--- config.mk ---
export PLATFORM = sky130hd
export DESIGN_NAME = c64_loader_top
export DESIGN_NICKNAME = d
export VERILOG_FILES = /design/src/verilog/membus_pkg.sv /design/src/verilog/loader_pkg.sv /design/src/verilog/download_parser.sv /design/src/verilog/basic_ptr_init.sv /design/src/verilog/ram_eraser.sv /design/src/verilog/tape_reader.sv /design/src/verilog/mem_arbiter.sv /design/src/verilog/c64_loader_top.sv
export SDC_FILE = /design/constraint.sdc
export NUM_CORES = 1
export LEC_CHECK = 0
export BUFFER_PORTS_ARGS = -buffer_cell sky130_fd_sc_hd__buf_4
export CAP_MARGIN = 25
export CORE_MARGIN = 2
export CORE_UTILIZATION = 64
export DETAILED_ROUTE_END_ITERATION = 16
export PLACE_DENSITY = 0.86
export SYNTH_ARGS = -nofsm -noshare
export SYNTH_HDL_FRONTEND = slang
export SYNTH_HIERARCHICAL = 1
export SYNTH_SLANG_ARGS = --single-unit
export TNS_END_PERCENT = 5
--- constraint.sdc ---
create_clock -name clk_sys -period 12.4 [get_ports clk_sys]
set_input_delay 2.48 -clock clk_sys [delete_from_list [all_inputs] [get_ports clk_sys]]
set_output_delay 2.48 -clock clk_sys [all_outputs]
set_load 0.01 [all_outputs]
--- src/verilog/membus_pkg.sv ---
package membus_pkg;

	// Byte address into the shared memory, wide enough for the tape region
	typedef logic [24:0] mem_addr_t;

	typedef logic [7:0] mem_data_t;

	// Loader requesters on the I/O slots, in falling priority
	typedef enum logic [1:0] {
		SRC_ERASE   = 2'd0,
		SRC_MEMINIT = 2'd1,
		SRC_DL      = 2'd2,
		SRC_TAPE    = 2'd3
	} req_src_e;

endpackage

--- src/verilog/loader_pkg.sv ---
package loader_pkg;

	// ======================================================================
	// Download file kinds as seen on ioctl_index
	// ======================================================================
	localparam logic [7:0] IDX_PRG     = 8'h04;
	localparam logic [7:0] IDX_CRT     = 8'h05;
	localparam logic [7:0] IDX_CRT_ALT = 8'hC0;
	localparam logic [7:0] IDX_TAP     = 8'h06;

	// Fixed regions in the shared memory
	localparam logic [24:0] CART_BASE = 25'h100000;
	localparam logic [24:0] TAP_BASE  = 25'h200000;

	// CRT layout
	localparam logic [7:0] CRT_CHIP_OFS  = 8'h40;
	localparam int         CRT_HDR_BYTES = 16;

	// One CHIP packet header, received as bytes and read as big-endian fields
	typedef union packed {
		logic [15:0][7:0] bytes;
		struct packed {
			logic [31:0] signature;
			logic [31:0] pkt_len;
			logic [15:0] chip_type;
			logic [15:0] bank_num;
			logic [15:0] load_addr;
			logic [15:0] img_size;
		} fields;
	} crt_chip_hdr_u;

	// ======================================================================
	// BASIC zero page pointers, low byte address of each pair
	// ======================================================================
	localparam logic [7:0] PTR_TXT  = 8'h2B;
	localparam logic [7:0] PTR_VAR  = 8'h2D;
	localparam logic [7:0] PTR_ARY  = 8'h2F;
	localparam logic [7:0] PTR_STR  = 8'h31;
	localparam logic [7:0] PTR_SAVE = 8'hAC;
	localparam logic [7:0] PTR_LEND = 8'hAE;

	// Walk stops here, top of the zero page
	localparam logic [8:0] META_END = 9'h100;

endpackage

--- src/verilog/download_parser.sv ---
`timescale 1ns/1ns

module download_parser
	import membus_pkg::*;
	import loader_pkg::*;
(
	input  logic        clk_sys,
	input  logic        reset_n,
	input  logic        ioctl_download_i,
	input  logic [7:0]  ioctl_index_i,
	input  logic        ioctl_wr_i,
	input  mem_addr_t   ioctl_addr_i,
	input  mem_data_t   ioctl_data_i,
	output logic        ioctl_wait_o,
	output logic        dl_req_o,
	output mem_addr_t   dl_addr_o,
	output mem_data_t   dl_data_o,
	input  logic        dl_gnt_i,
	output logic [15:0] prg_end_o,
	output logic        prg_done_o,
	output mem_addr_t   tape_len_o,
	output logic        tape_loaded_o,
	output logic [15:0] cart_id_o,
	output mem_data_t   cart_exrom_o,
	output mem_data_t   cart_game_o,
	output mem_data_t   bank_type_o,
	output logic [15:0] bank_num_o,
	output logic [15:0] bank_laddr_o,
	output logic [15:0] bank_size_o,
	output logic        bank_wr_o,
	output logic        cart_attached_o
);

	logic          is_prg;
	logic          is_crt;
	logic          is_tap;
	logic          in_chips;
	logic          hdr_byte;
	logic          wr_byte;
	logic          old_download;
	mem_addr_t     nxt_addr;
	mem_addr_t     wr_addr;
	crt_chip_hdr_u chip_hdr;
	logic [3:0]    hdr_cnt;
	logic [31:0]   blk_len;

	assign is_prg = ioctl_index_i == IDX_PRG;
	assign is_crt = (ioctl_index_i == IDX_CRT) || (ioctl_index_i == IDX_CRT_ALT);
	assign is_tap = ioctl_index_i == IDX_TAP;

	// Chip packets: a header starts whenever no data is left in the current one
	assign in_chips = is_crt && (ioctl_addr_i >= {17'd0, CRT_CHIP_OFS});
	assign hdr_byte = in_chips && ((hdr_cnt != 4'd0) || (blk_len == 32'd0));

	assign wr_byte = (is_prg && (ioctl_addr_i > 25'd1)) || (in_chips && !hdr_byte) || is_tap;
	assign wr_addr = (is_tap && (ioctl_addr_i == 25'd0)) ? TAP_BASE : nxt_addr;

	assign ioctl_wait_o = dl_req_o;

	assign bank_type_o  = chip_hdr.fields.chip_type[7:0];
	assign bank_num_o   = chip_hdr.fields.bank_num;
	assign bank_laddr_o = chip_hdr.fields.load_addr;
	assign bank_size_o  = chip_hdr.fields.img_size;

	always_ff @(posedge clk_sys) begin
		if (!reset_n) begin
			old_download    <= 1'b0;
			dl_req_o        <= 1'b0;
			hdr_cnt         <= 4'd0;
			blk_len         <= 32'd0;
			bank_wr_o       <= 1'b0;
			prg_done_o      <= 1'b0;
			tape_loaded_o   <= 1'b0;
			cart_attached_o <= 1'b0;
		end else begin
			old_download <= ioctl_download_i;
			bank_wr_o    <= 1'b0;
			prg_done_o   <= 1'b0;

			if (dl_gnt_i)
				dl_req_o <= 1'b0;
			if (ioctl_wr_i && wr_byte)
				dl_req_o <= 1'b1;

			if (ioctl_wr_i && is_crt) begin
				if (ioctl_addr_i == 25'd0) begin
					hdr_cnt <= 4'd0;
					blk_len <= 32'd0;
				end else if (hdr_byte) begin
					hdr_cnt <= hdr_cnt + 1'b1;
					if (hdr_cnt == 4'(CRT_HDR_BYTES - 1)) begin
						blk_len   <= chip_hdr.fields.pkt_len - 32'(CRT_HDR_BYTES);
						bank_wr_o <= 1'b1;
					end
				end else if (in_chips) begin
					blk_len <= blk_len - 1'b1;
				end
			end

			// Download start and end
			if (!old_download && ioctl_download_i) begin
				if (is_crt)
					cart_attached_o <= 1'b0;
				if (is_tap)
					tape_loaded_o <= 1'b0;
			end
			if (old_download && !ioctl_download_i) begin
				prg_done_o <= is_prg;
				if (is_crt)
					cart_attached_o <= 1'b1;
				if (is_tap)
					tape_loaded_o <= 1'b1;
			end
		end
	end

	always_ff @(posedge clk_sys) begin
		if (ioctl_wr_i && wr_byte) begin
			dl_addr_o <= wr_addr;
			dl_data_o <= ioctl_data_i;
			nxt_addr  <= wr_addr + 1'b1;
		end

		// PRG header is the load address, low byte first
		if (ioctl_wr_i && is_prg) begin
			if (ioctl_addr_i == 25'd0) begin
				nxt_addr  <= {9'd0, nxt_addr[15:8], ioctl_data_i};
				prg_end_o <= {prg_end_o[15:8], ioctl_data_i};
			end else if (ioctl_addr_i == 25'd1) begin
				nxt_addr[15:8]  <= ioctl_data_i;
				prg_end_o[15:8] <= ioctl_data_i;
			end else begin
				prg_end_o <= prg_end_o + 1'b1;
			end
		end

		if (ioctl_wr_i && is_crt) begin
			case (ioctl_addr_i)
				25'h00: nxt_addr <= CART_BASE;
				25'h16: cart_id_o[15:8] <= ioctl_data_i;
				25'h17: cart_id_o[7:0] <= ioctl_data_i;
				25'h18: cart_exrom_o <= ioctl_data_i;
				25'h19: cart_game_o <= ioctl_data_i;
				default: ;
			endcase
			if (hdr_byte) begin
				chip_hdr.bytes[4'd15 - hdr_cnt] <= ioctl_data_i;
				// New packet data starts on the next 8 KB page
				if ((hdr_cnt == 4'd0) && (nxt_addr[12:0] != 13'd0))
					nxt_addr <= {nxt_addr[24:13] + 1'b1, 13'd0};
			end
		end

		if (ioctl_wr_i && is_tap)
			tape_len_o <= ioctl_addr_i + 1'b1;
	end

	// Source holds off while a byte is still waiting for its slot
	a_no_wr_while_wait: assert property (@(posedge clk_sys) disable iff (!reset_n)
		!(ioctl_wr_i && ioctl_wait_o));

endmodule

--- src/verilog/basic_ptr_init.sv ---
`timescale 1ns/1ns

module basic_ptr_init
	import membus_pkg::*;
	import loader_pkg::*;
(
	input  logic        clk_sys,
	input  logic        reset_n,
	input  logic        prg_done_i,
	input  logic [15:0] prg_end_i,
	output logic        mi_req_o,
	output mem_addr_t   mi_addr_o,
	output mem_data_t   mi_data_o,
	input  logic        mi_gnt_i,
	output logic        inj_done_o
);

	logic       busy;
	logic [8:0] walk;
	logic       ptr_hit;

	assign mi_addr_o = mem_addr_t'(walk);

	// Pointer values as BASIC LOAD would leave them
	always_comb begin
		ptr_hit   = 1'b1;
		mi_data_o = 8'h00;
		case (walk[7:0])
			PTR_TXT:                   mi_data_o = 8'h01;
			PTR_TXT + 8'd1:            mi_data_o = 8'h08;
			PTR_SAVE, PTR_SAVE + 8'd1: mi_data_o = 8'h00;
			PTR_VAR, PTR_ARY, PTR_STR, PTR_LEND:
				mi_data_o = prg_end_i[7:0];
			PTR_VAR + 8'd1, PTR_ARY + 8'd1, PTR_STR + 8'd1, PTR_LEND + 8'd1:
				mi_data_o = prg_end_i[15:8];
			default: ptr_hit = 1'b0;
		endcase
	end

	always_ff @(posedge clk_sys) begin
		if (!reset_n) begin
			busy       <= 1'b0;
			walk       <= 9'd0;
			mi_req_o   <= 1'b0;
			inj_done_o <= 1'b0;
		end else begin
			inj_done_o <= 1'b0;
			if (prg_done_i && !busy) begin
				busy <= 1'b1;
				walk <= 9'd0;
			end else if (busy) begin
				if (mi_req_o) begin
					if (mi_gnt_i) begin
						mi_req_o <= 1'b0;
						walk     <= walk + 1'b1;
					end
				end else if (walk == META_END) begin
					busy       <= 1'b0;
					inj_done_o <= 1'b1;
				end else if (ptr_hit) begin
					mi_req_o <= 1'b1;
				end else begin
					// Other zero page bytes are left as they are
					walk <= walk + 1'b1;
				end
			end
		end
	end

endmodule

--- src/verilog/ram_eraser.sv ---
`timescale 1ns/1ns

module ram_eraser
	import membus_pkg::*;
#(
	parameter mem_addr_t   ERASE_TOP = 25'h00FFFF,
	parameter int unsigned ERASE_GAP = 32
) (
	input  logic      clk_sys,
	input  logic      reset_n,
	input  logic      erase_start_i,
	output logic      er_req_o,
	output mem_addr_t er_addr_o,
	output mem_data_t er_data_o,
	input  logic      er_gnt_i,
	output logic      erase_busy_o
);

	localparam int GW = $clog2(ERASE_GAP + 1);

	logic [GW-1:0] gap_cnt;

	// Power-on pattern, bytes alternate every 64 addresses
	assign er_data_o = {8{er_addr_o[6]}};

	always_ff @(posedge clk_sys) begin
		if (!reset_n) begin
			erase_busy_o <= 1'b0;
			er_req_o     <= 1'b0;
			er_addr_o    <= '0;
			gap_cnt      <= '0;
		end else if (erase_start_i && !erase_busy_o) begin
			erase_busy_o <= 1'b1;
			er_addr_o    <= '0;
			gap_cnt      <= GW'(ERASE_GAP - 1);
		end else if (erase_busy_o) begin
			if (er_req_o) begin
				if (er_gnt_i) begin
					er_req_o <= 1'b0;
					gap_cnt  <= GW'(ERASE_GAP - 1);
					if (er_addr_o == ERASE_TOP)
						erase_busy_o <= 1'b0;
					else
						er_addr_o <= er_addr_o + 1'b1;
				end
			end else if (gap_cnt <= GW'(1)) begin
				er_req_o <= 1'b1;
			end else begin
				gap_cnt <= gap_cnt - 1'b1;
			end
		end
	end

	a_addr_rising: assert property (@(posedge clk_sys) disable iff (!reset_n)
		erase_busy_o && $past(erase_busy_o) |-> er_addr_o >= $past(er_addr_o));

endmodule

--- src/verilog/tape_reader.sv ---
`timescale 1ns/1ns

module tape_reader
	import membus_pkg::*;
	import loader_pkg::*;
(
	input  logic      clk_sys,
	input  logic      reset_n,
	input  logic      tape_loaded_i,
	input  mem_addr_t tape_len_i,
	input  logic      tape_play_i,
	input  logic      tape_ready_i,
	output logic      tp_req_o,
	output mem_addr_t tp_addr_o,
	input  logic      tp_gnt_i,
	input  mem_data_t rd_data_i,
	input  logic      rd_valid_i,
	output mem_data_t tape_byte_o,
	output logic      tape_valid_o
);

	logic      play;
	logic      pending;
	mem_addr_t pos;

	assign tp_addr_o = TAP_BASE + pos;

	always_ff @(posedge clk_sys) begin
		if (!reset_n) begin
			play         <= 1'b0;
			pending      <= 1'b0;
			pos          <= '0;
			tp_req_o     <= 1'b0;
			tape_valid_o <= 1'b0;
		end else begin
			tape_valid_o <= 1'b0;

			if (!tape_loaded_i) begin
				play <= 1'b0;
				pos  <= '0;
			end else if (tape_play_i) begin
				play <= !play;
			end

			// One read in flight at a time, only while the consumer can take it
			if (play && !tp_req_o && !pending && (pos < tape_len_i) && tape_ready_i)
				tp_req_o <= 1'b1;
			if (tp_gnt_i) begin
				tp_req_o <= 1'b0;
				pending  <= 1'b1;
			end

			if (rd_valid_i && pending) begin
				pending      <= 1'b0;
				tape_valid_o <= 1'b1;
				pos          <= pos + 1'b1;
				if (pos + 1'b1 == tape_len_i)
					play <= 1'b0;
			end
		end
	end

	always_ff @(posedge clk_sys) begin
		if (rd_valid_i && pending)
			tape_byte_o <= rd_data_i;
	end

endmodule

--- src/verilog/mem_arbiter.sv ---
`timescale 1ns/1ns

module mem_arbiter
	import membus_pkg::*;
(
	input  logic      clk_sys,
	input  logic      reset_n,
	input  logic      io_cycle_i,

	input  logic      er_req_i,
	input  mem_addr_t er_addr_i,
	input  mem_data_t er_data_i,
	output logic      er_gnt_o,

	input  logic      mi_req_i,
	input  mem_addr_t mi_addr_i,
	input  mem_data_t mi_data_i,
	output logic      mi_gnt_o,

	input  logic      dl_req_i,
	input  mem_addr_t dl_addr_i,
	input  mem_data_t dl_data_i,
	output logic      dl_gnt_o,

	input  logic      tp_req_i,
	input  mem_addr_t tp_addr_i,
	output logic      tp_gnt_o,

	input  mem_addr_t c64_addr_i,
	input  logic      c64_ce_i,
	input  logic      c64_we_i,
	input  mem_data_t c64_data_i,

	output mem_addr_t mem_addr_o,
	output logic      mem_ce_o,
	output logic      mem_we_o,
	output mem_data_t mem_data_o,
	input  mem_data_t mem_data_i,

	output mem_data_t rd_data_o,
	output logic      rd_valid_o
);

	logic      io_d;
	logic      first_hi_d;
	logic      slot_prep;
	logic      first_hi;
	logic      any_req;
	req_src_e  pick;
	logic      slot_act;
	req_src_e  slot_src;
	logic      slot_we;
	mem_addr_t slot_addr;
	mem_data_t slot_data;

	assign slot_prep = !io_cycle_i && io_d;
	assign first_hi  = io_cycle_i && !io_d;

	assign any_req = er_req_i || mi_req_i || dl_req_i || tp_req_i;

	always_comb begin
		if (er_req_i)
			pick = SRC_ERASE;
		else if (mi_req_i)
			pick = SRC_MEMINIT;
		else if (dl_req_i)
			pick = SRC_DL;
		else
			pick = SRC_TAPE;
	end

	assign er_gnt_o = slot_prep && any_req && (pick == SRC_ERASE);
	assign mi_gnt_o = slot_prep && any_req && (pick == SRC_MEMINIT);
	assign dl_gnt_o = slot_prep && any_req && (pick == SRC_DL);
	assign tp_gnt_o = slot_prep && any_req && (pick == SRC_TAPE);

	// Only the tape reader reads
	assign slot_we = slot_src != SRC_TAPE;

	// ======================================================================
	// Memory port follows the slot command while io_cycle is high
	// and the computer side while it is low
	// ======================================================================
	assign mem_addr_o = io_cycle_i ? slot_addr : c64_addr_i;
	assign mem_ce_o   = io_cycle_i ? (slot_act && first_hi) : c64_ce_i;
	assign mem_we_o   = io_cycle_i ? (slot_act && slot_we) : c64_we_i;
	assign mem_data_o = io_cycle_i ? slot_data : c64_data_i;

	always_ff @(posedge clk_sys) begin
		if (!reset_n) begin
			io_d       <= 1'b0;
			first_hi_d <= 1'b0;
			slot_act   <= 1'b0;
			slot_src   <= SRC_ERASE;
			rd_valid_o <= 1'b0;
		end else begin
			io_d       <= io_cycle_i;
			first_hi_d <= first_hi;
			rd_valid_o <= 1'b0;
			if (slot_prep) begin
				slot_act <= any_req;
				slot_src <= pick;
			end
			// Read data is settled by the second high cycle
			if (io_cycle_i && first_hi_d && slot_act && !slot_we)
				rd_valid_o <= 1'b1;
		end
	end

	always_ff @(posedge clk_sys) begin
		if (slot_prep) begin
			case (pick)
				SRC_ERASE: begin
					slot_addr <= er_addr_i;
					slot_data <= er_data_i;
				end
				SRC_MEMINIT: begin
					slot_addr <= mi_addr_i;
					slot_data <= mi_data_i;
				end
				SRC_DL: begin
					slot_addr <= dl_addr_i;
					slot_data <= dl_data_i;
				end
				default: begin
					slot_addr <= tp_addr_i;
				end
			endcase
		end
		if (io_cycle_i && first_hi_d)
			rd_data_o <= mem_data_i;
	end

	a_one_grant: assert property (@(posedge clk_sys) disable iff (!reset_n)
		$onehot0({er_gnt_o, mi_gnt_o, dl_gnt_o, tp_gnt_o}));

endmodule

--- src/verilog/c64_loader_top.sv ---
`timescale 1ns/1ns

module c64_loader_top
	import membus_pkg::*;
#(
	parameter mem_addr_t   ERASE_TOP = 25'h00FFFF,
	parameter int unsigned ERASE_GAP = 32
) (
	input  logic        clk_sys,
	input  logic        reset_n,
	input  logic        io_cycle_i,

	// Download port
	input  logic        ioctl_download_i,
	input  logic [7:0]  ioctl_index_i,
	input  logic        ioctl_wr_i,
	input  mem_addr_t   ioctl_addr_i,
	input  mem_data_t   ioctl_data_i,
	output logic        ioctl_wait_o,

	// Cartridge header fields
	output logic [15:0] cart_id_o,
	output mem_data_t   cart_exrom_o,
	output mem_data_t   cart_game_o,
	output mem_data_t   bank_type_o,
	output logic [15:0] bank_num_o,
	output logic [15:0] bank_laddr_o,
	output logic [15:0] bank_size_o,
	output logic        bank_wr_o,
	output logic        cart_attached_o,

	output logic        inj_done_o,
	input  logic        erase_start_i,
	output logic        erase_busy_o,

	// Tape playback
	input  logic        tape_play_i,
	input  logic        tape_ready_i,
	output mem_data_t   tape_byte_o,
	output logic        tape_valid_o,

	// Computer side and memory port
	input  mem_addr_t   c64_addr_i,
	input  logic        c64_ce_i,
	input  logic        c64_we_i,
	input  mem_data_t   c64_data_i,
	output mem_addr_t   mem_addr_o,
	output logic        mem_ce_o,
	output logic        mem_we_o,
	output mem_data_t   mem_data_o,
	input  mem_data_t   mem_data_i
);

	logic        er_req;
	mem_addr_t   er_addr;
	mem_data_t   er_data;
	logic        er_gnt;
	logic        mi_req;
	mem_addr_t   mi_addr;
	mem_data_t   mi_data;
	logic        mi_gnt;
	logic        dl_req;
	mem_addr_t   dl_addr;
	mem_data_t   dl_data;
	logic        dl_gnt;
	logic        tp_req;
	mem_addr_t   tp_addr;
	logic        tp_gnt;
	mem_data_t   rd_data;
	logic        rd_valid;
	logic [15:0] prg_end;
	logic        prg_done;
	mem_addr_t   tape_len;
	logic        tape_loaded;

	download_parser i_parser (
		.clk_sys         (clk_sys),
		.reset_n         (reset_n),
		.ioctl_download_i(ioctl_download_i),
		.ioctl_index_i   (ioctl_index_i),
		.ioctl_wr_i      (ioctl_wr_i),
		.ioctl_addr_i    (ioctl_addr_i),
		.ioctl_data_i    (ioctl_data_i),
		.ioctl_wait_o    (ioctl_wait_o),
		.dl_req_o        (dl_req),
		.dl_addr_o       (dl_addr),
		.dl_data_o       (dl_data),
		.dl_gnt_i        (dl_gnt),
		.prg_end_o       (prg_end),
		.prg_done_o      (prg_done),
		.tape_len_o      (tape_len),
		.tape_loaded_o   (tape_loaded),
		.cart_id_o       (cart_id_o),
		.cart_exrom_o    (cart_exrom_o),
		.cart_game_o     (cart_game_o),
		.bank_type_o     (bank_type_o),
		.bank_num_o      (bank_num_o),
		.bank_laddr_o    (bank_laddr_o),
		.bank_size_o     (bank_size_o),
		.bank_wr_o       (bank_wr_o),
		.cart_attached_o (cart_attached_o)
	);

	basic_ptr_init i_meminit (
		.clk_sys   (clk_sys),
		.reset_n   (reset_n),
		.prg_done_i(prg_done),
		.prg_end_i (prg_end),
		.mi_req_o  (mi_req),
		.mi_addr_o (mi_addr),
		.mi_data_o (mi_data),
		.mi_gnt_i  (mi_gnt),
		.inj_done_o(inj_done_o)
	);

	ram_eraser #(
		.ERASE_TOP(ERASE_TOP),
		.ERASE_GAP(ERASE_GAP)
	) i_eraser (
		.clk_sys      (clk_sys),
		.reset_n      (reset_n),
		.erase_start_i(erase_start_i),
		.er_req_o     (er_req),
		.er_addr_o    (er_addr),
		.er_data_o    (er_data),
		.er_gnt_i     (er_gnt),
		.erase_busy_o (erase_busy_o)
	);

	tape_reader i_tape (
		.clk_sys      (clk_sys),
		.reset_n      (reset_n),
		.tape_loaded_i(tape_loaded),
		.tape_len_i   (tape_len),
		.tape_play_i  (tape_play_i),
		.tape_ready_i (tape_ready_i),
		.tp_req_o     (tp_req),
		.tp_addr_o    (tp_addr),
		.tp_gnt_i     (tp_gnt),
		.rd_data_i    (rd_data),
		.rd_valid_i   (rd_valid),
		.tape_byte_o  (tape_byte_o),
		.tape_valid_o (tape_valid_o)
	);

	mem_arbiter i_arbiter (
		.clk_sys   (clk_sys),
		.reset_n   (reset_n),
		.io_cycle_i(io_cycle_i),
		.er_req_i  (er_req),
		.er_addr_i (er_addr),
		.er_data_i (er_data),
		.er_gnt_o  (er_gnt),
		.mi_req_i  (mi_req),
		.mi_addr_i (mi_addr),
		.mi_data_i (mi_data),
		.mi_gnt_o  (mi_gnt),
		.dl_req_i  (dl_req),
		.dl_addr_i (dl_addr),
		.dl_data_i (dl_data),
		.dl_gnt_o  (dl_gnt),
		.tp_req_i  (tp_req),
		.tp_addr_i (tp_addr),
		.tp_gnt_o  (tp_gnt),
		.c64_addr_i(c64_addr_i),
		.c64_ce_i  (c64_ce_i),
		.c64_we_i  (c64_we_i),
		.c64_data_i(c64_data_i),
		.mem_addr_o(mem_addr_o),
		.mem_ce_o  (mem_ce_o),
		.mem_we_o  (mem_we_o),
		.mem_data_o(mem_data_o),
		.mem_data_i(mem_data_i),
		.rd_data_o (rd_data),
		.rd_valid_o(rd_valid)
	);

endmodule

# Word level (Yosys, flattened, before mapping)
# Cells that the tools add are included.
# totals
register_bits	430
in_bits	92
output_inout_bits	137
wordCells	274
# op_classes
add_sub_neg	13
magnitude_cmp	6
n_eq_ne	39
muxes	79
bitwise_logic	8
reduce_logical	87
# op_table
operator	count
$mux 25	10
$bwmux 128	1
$mux 32	4
$add 25x1->25 const B	4
$eq 25x5->1 const B	4
$pmux 25 s3	1
$eq 8x6->1 const B	8
$mux 8	8
$mux 9	5
$eq 8x8->1 const B	5
$mux 1	38
$demux 8 s4	1
$logic_and 1x1->1	32
$logic_not 32->1	1
$pmux 8 s4	1
$sub 32x1->32 const B	1
$sub 32x5->32 const B	1
$add 22x25->25 const A	1
$eq 25x1->1 const B	1
$eq 25x16->1 const B	1
$eq 25x25->1	1
$ge 25x7->1 const B	1
$gt 25x1->1 const B	1
$logic_not 25->1	1
other kinds (39)	100

# Logic depth before layout (Yosys ltp)
# depth
depth_word	17
ltp_mapped	16
ltp_nobuf	14

# Modules after synthesis
# The synthesis kept the hierarchy.
# by_module_without_submodules
module	n_inst	cells_each	area_per_inst_um2	seq_area_each_um2
download_parser	1	1153	12633.4	7166.9
tape_reader	1	413	3235.6	820.8
mem_arbiter	1	235	2695.1	1351.3
ram_eraser	1	202	1766.7	660.6
basic_ptr_init	1	125	987.2	240.2

# Worst setup path after synthesis
# OpenSTA, ideal clock, no wires.
# synth_timing
path_type	input port to output port
startpoint	input port io_cycle_i
endpoint	output port mem_addr_o[19]
arrival_time_ns	3.239
t_required_ns	9.920
slack_ns	6.681
stages	3
path_buffers	2
cell_sequence	buf_2 > buf_2 > mux2_2
# synth_between
elab_chain_len	1
# synth_lines
item	line_no	source
start: declaration	c64_loader_top.sv:11	input logic io_cycle_i,
$mux 25	mem_arbiter.sv:84	assign mem_addr_o = io_cycle_i ? slot_addr : c64_addr_i;
end: declaration	c64_loader_top.sv:47	output mem_addr_t mem_addr_o,
# No other way between the ends.

# Worst setup path in the final report
# layout_timing
startpoint	input port io_cycle_i
endpoint	output port mem_addr_o[3]
# Same word-level chain as after synthesis.

==> run_results.csv <==
group,metric,value,unit
outcome,status,"finished clean",
grt,first_global_vias,16300,
timing,final-setup-viol-count,0,
cts,cts_max_path_buffers,3,
timing,rsz_0062_raised_after_global_routing,"no",
detailed_routing,post_drt_wl_per_cell,20.5,µm
power,power_per_cell_area,118,nW/µm²
place,dp.final_hpwl,39200,µm
cells_and_area,design.final.nets,2374,
detailed_routing,first_pass_iters,5,
cells_and_area,postLayoutCellArea,23900,µm²
cts,postCtsResizedCells,0,
floorplan,initial_utilization,0.652,
cts,clock_tree.root_cell,"sky130_fd_sc_hd__clkbuf_16",
logic_synthesis,synth-edff-count,243,
logic_synthesis,synth_compound_gate_area_share,0.155,
place,weighted_congestion_at_the_end_of_routability_driven_global_placement,0.948,
critical_path,crit_path_max_fanout,40,
timing,min_period_over_period,0.477,
floorplan,dieWidth,187,µm
critical_path,critical_path_arrival,3430,ps
cells_and_area,layout_cell_share_with_drive_strength_beyond_1,0.186,
power,peak_ir_drop_on_the_vdd_network,0.123,mV
critical_path,crit_required,9920,ps
logic_synthesis,multiplexer_share_of_the_synthesized_area,0.0210,
logic_synthesis,yosys_warnings,6,
cts,post_cts_hold_buffer_count,0,
detailed_routing,wl,55600,µm
logic_synthesis,yosysTopAreaCellShare,0.342,
power,cellLeakagePower,8.82,nW
floorplan,die-height,187,µm
cts,clock_latency,540,ps
timing,timing.final.hold_violations,0,
floorplan,design.core.area,32700,µm²
timing,worst_pin_slew,1010,ps
logic_synthesis,post_synth_main_area_contributors,"sky130_fd_sc_hd__edfxtp_1, sky130_fd_sc_hd__dfxtp_1, sky130_fd_sc_hd__buf_4, sky130_fd_sc_hd__nor2_1, sky130_fd_sc_hd__nand2_1",
grt,grt_antenna_before_repair,1,
floorplan,die_area,34800,µm²
cts,clock-sinks,390,
power,total_power,0.00281,W
logic_synthesis,dominant_combinational_cell_family_by_area_after_synthesis,"simple AND/OR/NAND/NOR gates",
detailed_routing,detail_route.vias_per_cell,6.34,
cells_and_area,fillCellCount,2310,
cts,reg_clk_slew_reported_paths,60,ps
logic_synthesis,synth.ff_latch_count,390,
grt,grt_first_pass_wirelength,88100,µm
logic_synthesis,yosys.area_share.xor_xnor,0.0493,
place,buffer_ports.inserted,228,
logic_synthesis,synth_area,21300,µm²
run,timing.max_cap.violations,0,
logic_synthesis,synth_top_flop_cell,"sky130_fd_sc_hd__edfxtp_1",
detailed_routing,via_count,17200,
detailed_routing,drtAntennaViolNets,0,
timing,fin_worst_skew,17.7,ps
cts,cts_tree,"done",
logic_synthesis,async_flop_share,0,
min_path,min_path_type,"flop to flop",
logic_synthesis,post_synth_fa_ha_maj_area_fraction,0.0288,
critical_path,critPathKind,"input pin to output port",
cts,tritoncts.num_buffers,41,
logic_synthesis,synthCells,2128,
detailed_routing,initialDrtViolationCount,1804,
logic_synthesis,postSynthAreaPerCell,10.0,µm²
detailed_routing,route.detailed.drc,0,
logic_synthesis,seq_area_frac_synth,0.480,
timing,slew_headroom,0.322,
cts,post_cts.repair.setup_buffers,0,
critical_path,critPathCaptureType,"output port",
timing,fin_setup_tns,0,ps
place,dpl_cell_area,22500,µm²
cells_and_area,area_added_between_synthesis_and_finish,12.0,%
cts,ctsHtreeMaxLevel,2,
timing,finalCriticalPeriod,5910,ps
critical_path,regToRegSetupSlack,8170,ps
grt,grt_remaining_overflow,0,
cells_and_area,finalNonFillerCells,2709,
grt,largest_net_degree_at_the_start_of_global_routing,54,
grt,global_route.usage.total,0.312,
logic_synthesis,synth_top_area_cell,"sky130_fd_sc_hd__edfxtp_1",
floorplan,placement_rows,66,
timing,fmaxAchievable,169,MHz
timing,finalMaxSlewViolations,0,
place,dpl.cell_count,2630,
floorplan,io_pins,229,
logic_synthesis,netlist-cell-type-count,112,
critical_path,worstSetupStartpointType,"input pin",
logic_synthesis,post_synthesis_simple_gate_area_fraction,0.192,
-- flip-flops by register name, indices dropped and copies added (netlist names), 8 cells and up, named ones only --
signal and flops:
i_arbiter/slot_addr 25, i_parser/blk_len 32, i_tape/pos 25, i_parser/dl_data_o 8
i_parser/cart_game_o 8, i_arbiter/rd_data_o 8, i_parser/dl_addr_o 25, i_tape/tape_byte_o 8
i_parser/cart_id_o 16, i_parser/tape_len_o 25, i_parser/prg_end_o 16, i_parser/chip_hdr 88
i_parser/nxt_addr 25, i_arbiter/slot_data 8, i_eraser/er_addr_o 25, i_parser/cart_exrom_o 8
i_meminit/walk 9
-- area by class of cell --
type	count	area, µm²	area share
repair buffers	243	1840	0.0772
inverters	65	244	0.0102
clock buffers	56	1160	0.0488
multi-input cells	1492	9600	0.402
well taps	442	553	0.0232
diodes	1	2.50	0.000105
flip-flops and latches	390	10200	0.429
clock inverters	20	240	0.0101
-- metrics by stage --
stage               hold slack (ps)  utilization  worst slack (ps)
floorplan                       400            -              6680
global placement                403        0.686              6330
detailed placement              406        0.687              6220
CTS                             421        0.730              6490
global route                    434        0.730              6390
finish                          423        0.730              6490
-- cell usage after synthesis, types with 12 or more instances --
master / n
sky130_fd_sc_hd__edfxtp_1: 243
sky130_fd_sc_hd__nor2_1: 173
sky130_fd_sc_hd__nand2_1: 166
sky130_fd_sc_hd__dfxtp_1: 147
sky130_fd_sc_hd__a21oi_1: 124
sky130_fd_sc_hd__o21ai_0: 120
sky130_fd_sc_hd__buf_4: 107
sky130_fd_sc_hd__nand3_1: 72
sky130_fd_sc_hd__nor3_1: 72
sky130_fd_sc_hd__xor2_1: 65
sky130_fd_sc_hd__inv_1: 61
sky130_fd_sc_hd__xnor2_1: 55
sky130_fd_sc_hd__clkbuf_1: 51
sky130_fd_sc_hd__ha_1: 49
sky130_fd_sc_hd__and2_1: 48
sky130_fd_sc_hd__o22ai_1: 41
sky130_fd_sc_hd__mux2_2: 37
sky130_fd_sc_hd__nand4_1: 35
sky130_fd_sc_hd__nor4_1: 33
sky130_fd_sc_hd__and3_1: 30
sky130_fd_sc_hd__or3_1: 23
sky130_fd_sc_hd__buf_2: 21
sky130_fd_sc_hd__o211ai_1: 21
sky130_fd_sc_hd__a31oi_1: 17
sky130_fd_sc_hd__o22ai_2: 17
sky130_fd_sc_hd__or4_1: 15
sky130_fd_sc_hd__nand2b_1: 14
sky130_fd_sc_hd__a211oi_1: 13
sky130_fd_sc_hd__a22oi_1: 12
sky130_fd_sc_hd__and4_1: 12
sky130_fd_sc_hd__o31ai_1: 12
-- metal layers --
layer / GRT usage / up-vias / routed length, µm
met4: 0.0894 / 0 / 1540
met5: 0 / - / 0
met2: 0.528 / 881 / 26700
met1: 0.404 / 8194 / 22100
met3: 0.0696 / 124 / 5230
li1: - / 7985 / -
-- report_power, final --
group	internal [W]	switching, W	total (W)
clock	0.000766	0.000513	0.00128
sequential	0.00138	0.00000750	0.00139
combinational	0.0000595	0.0000837	0.000143
total	0.00221	0.000605	0.00281
-- logic make-up (layout without fill, tap and decap cells) --
group,count (synthesis),count (layout)
and+or+nand+nor,772,772
AOI/OAI and AO/OA,495,495
DFF,390,390
buffers and inverters,261,384
xor gates and xnor gates,120,120
adders and majority gates,49,49
muxes,40,40
other,1,17
-- worst paths after layout --
| kind | start | endpoint | cells after the start |
|---|---|---|---|
| setup / recovery | io_cycle_i | mem_addr_o[3] | 3 |
| hold / removal | i_arbiter/rd_data_o[7]$_DFFE_PN_ | i_tape/tape_byte_o[7]$_DFFE_PP_ | 0 |
| hold reg to reg | i_arbiter/rd_data_o[7]$_DFFE_PN_ | i_tape/tape_byte_o[7]$_DFFE_PP_ | 0 |
| setup reg to reg | i_parser/blk_len[0]$_SDFFE_PN0P_ | i_parser/chip_hdr[88]$_DFFE_PP_ | 9 |
-- critical path: stages --
cell	delay (ps)
sky130_fd_sc_hd__buf_4	390
sky130_fd_sc_hd__mux2_2	400
sky130_fd_sc_hd__buf_4	140
-- placed cells by master (no fill, tap or decap), types with 31 or more instances in the layout --
master                      synthesis  layout
sky130_fd_sc_hd__clkbuf_16          0      43
sky130_fd_sc_hd__xor2_1            65      65
sky130_fd_sc_hd__o22ai_1           41      41
sky130_fd_sc_hd__buf_4            107     242
sky130_fd_sc_hd__nor3_1            72      71
sky130_fd_sc_hd__mux2_2            37      37
sky130_fd_sc_hd__inv_1             61      61
sky130_fd_sc_hd__o21ai_0          120     120
sky130_fd_sc_hd__nor2_1           173     173
sky130_fd_sc_hd__ha_1              49      49
sky130_fd_sc_hd__a21oi_1          124     124
sky130_fd_sc_hd__xnor2_1           55      55
sky130_fd_sc_hd__nand3_1           72      72
sky130_fd_sc_hd__edfxtp_1         243     243
sky130_fd_sc_hd__and2_1            48      48
sky130_fd_sc_hd__nor4_1            33      31
sky130_fd_sc_hd__nand4_1           35      35
sky130_fd_sc_hd__dfxtp_1          147     147
sky130_fd_sc_hd__nand2_1          166     166
(Power assumes the default switching activity.)
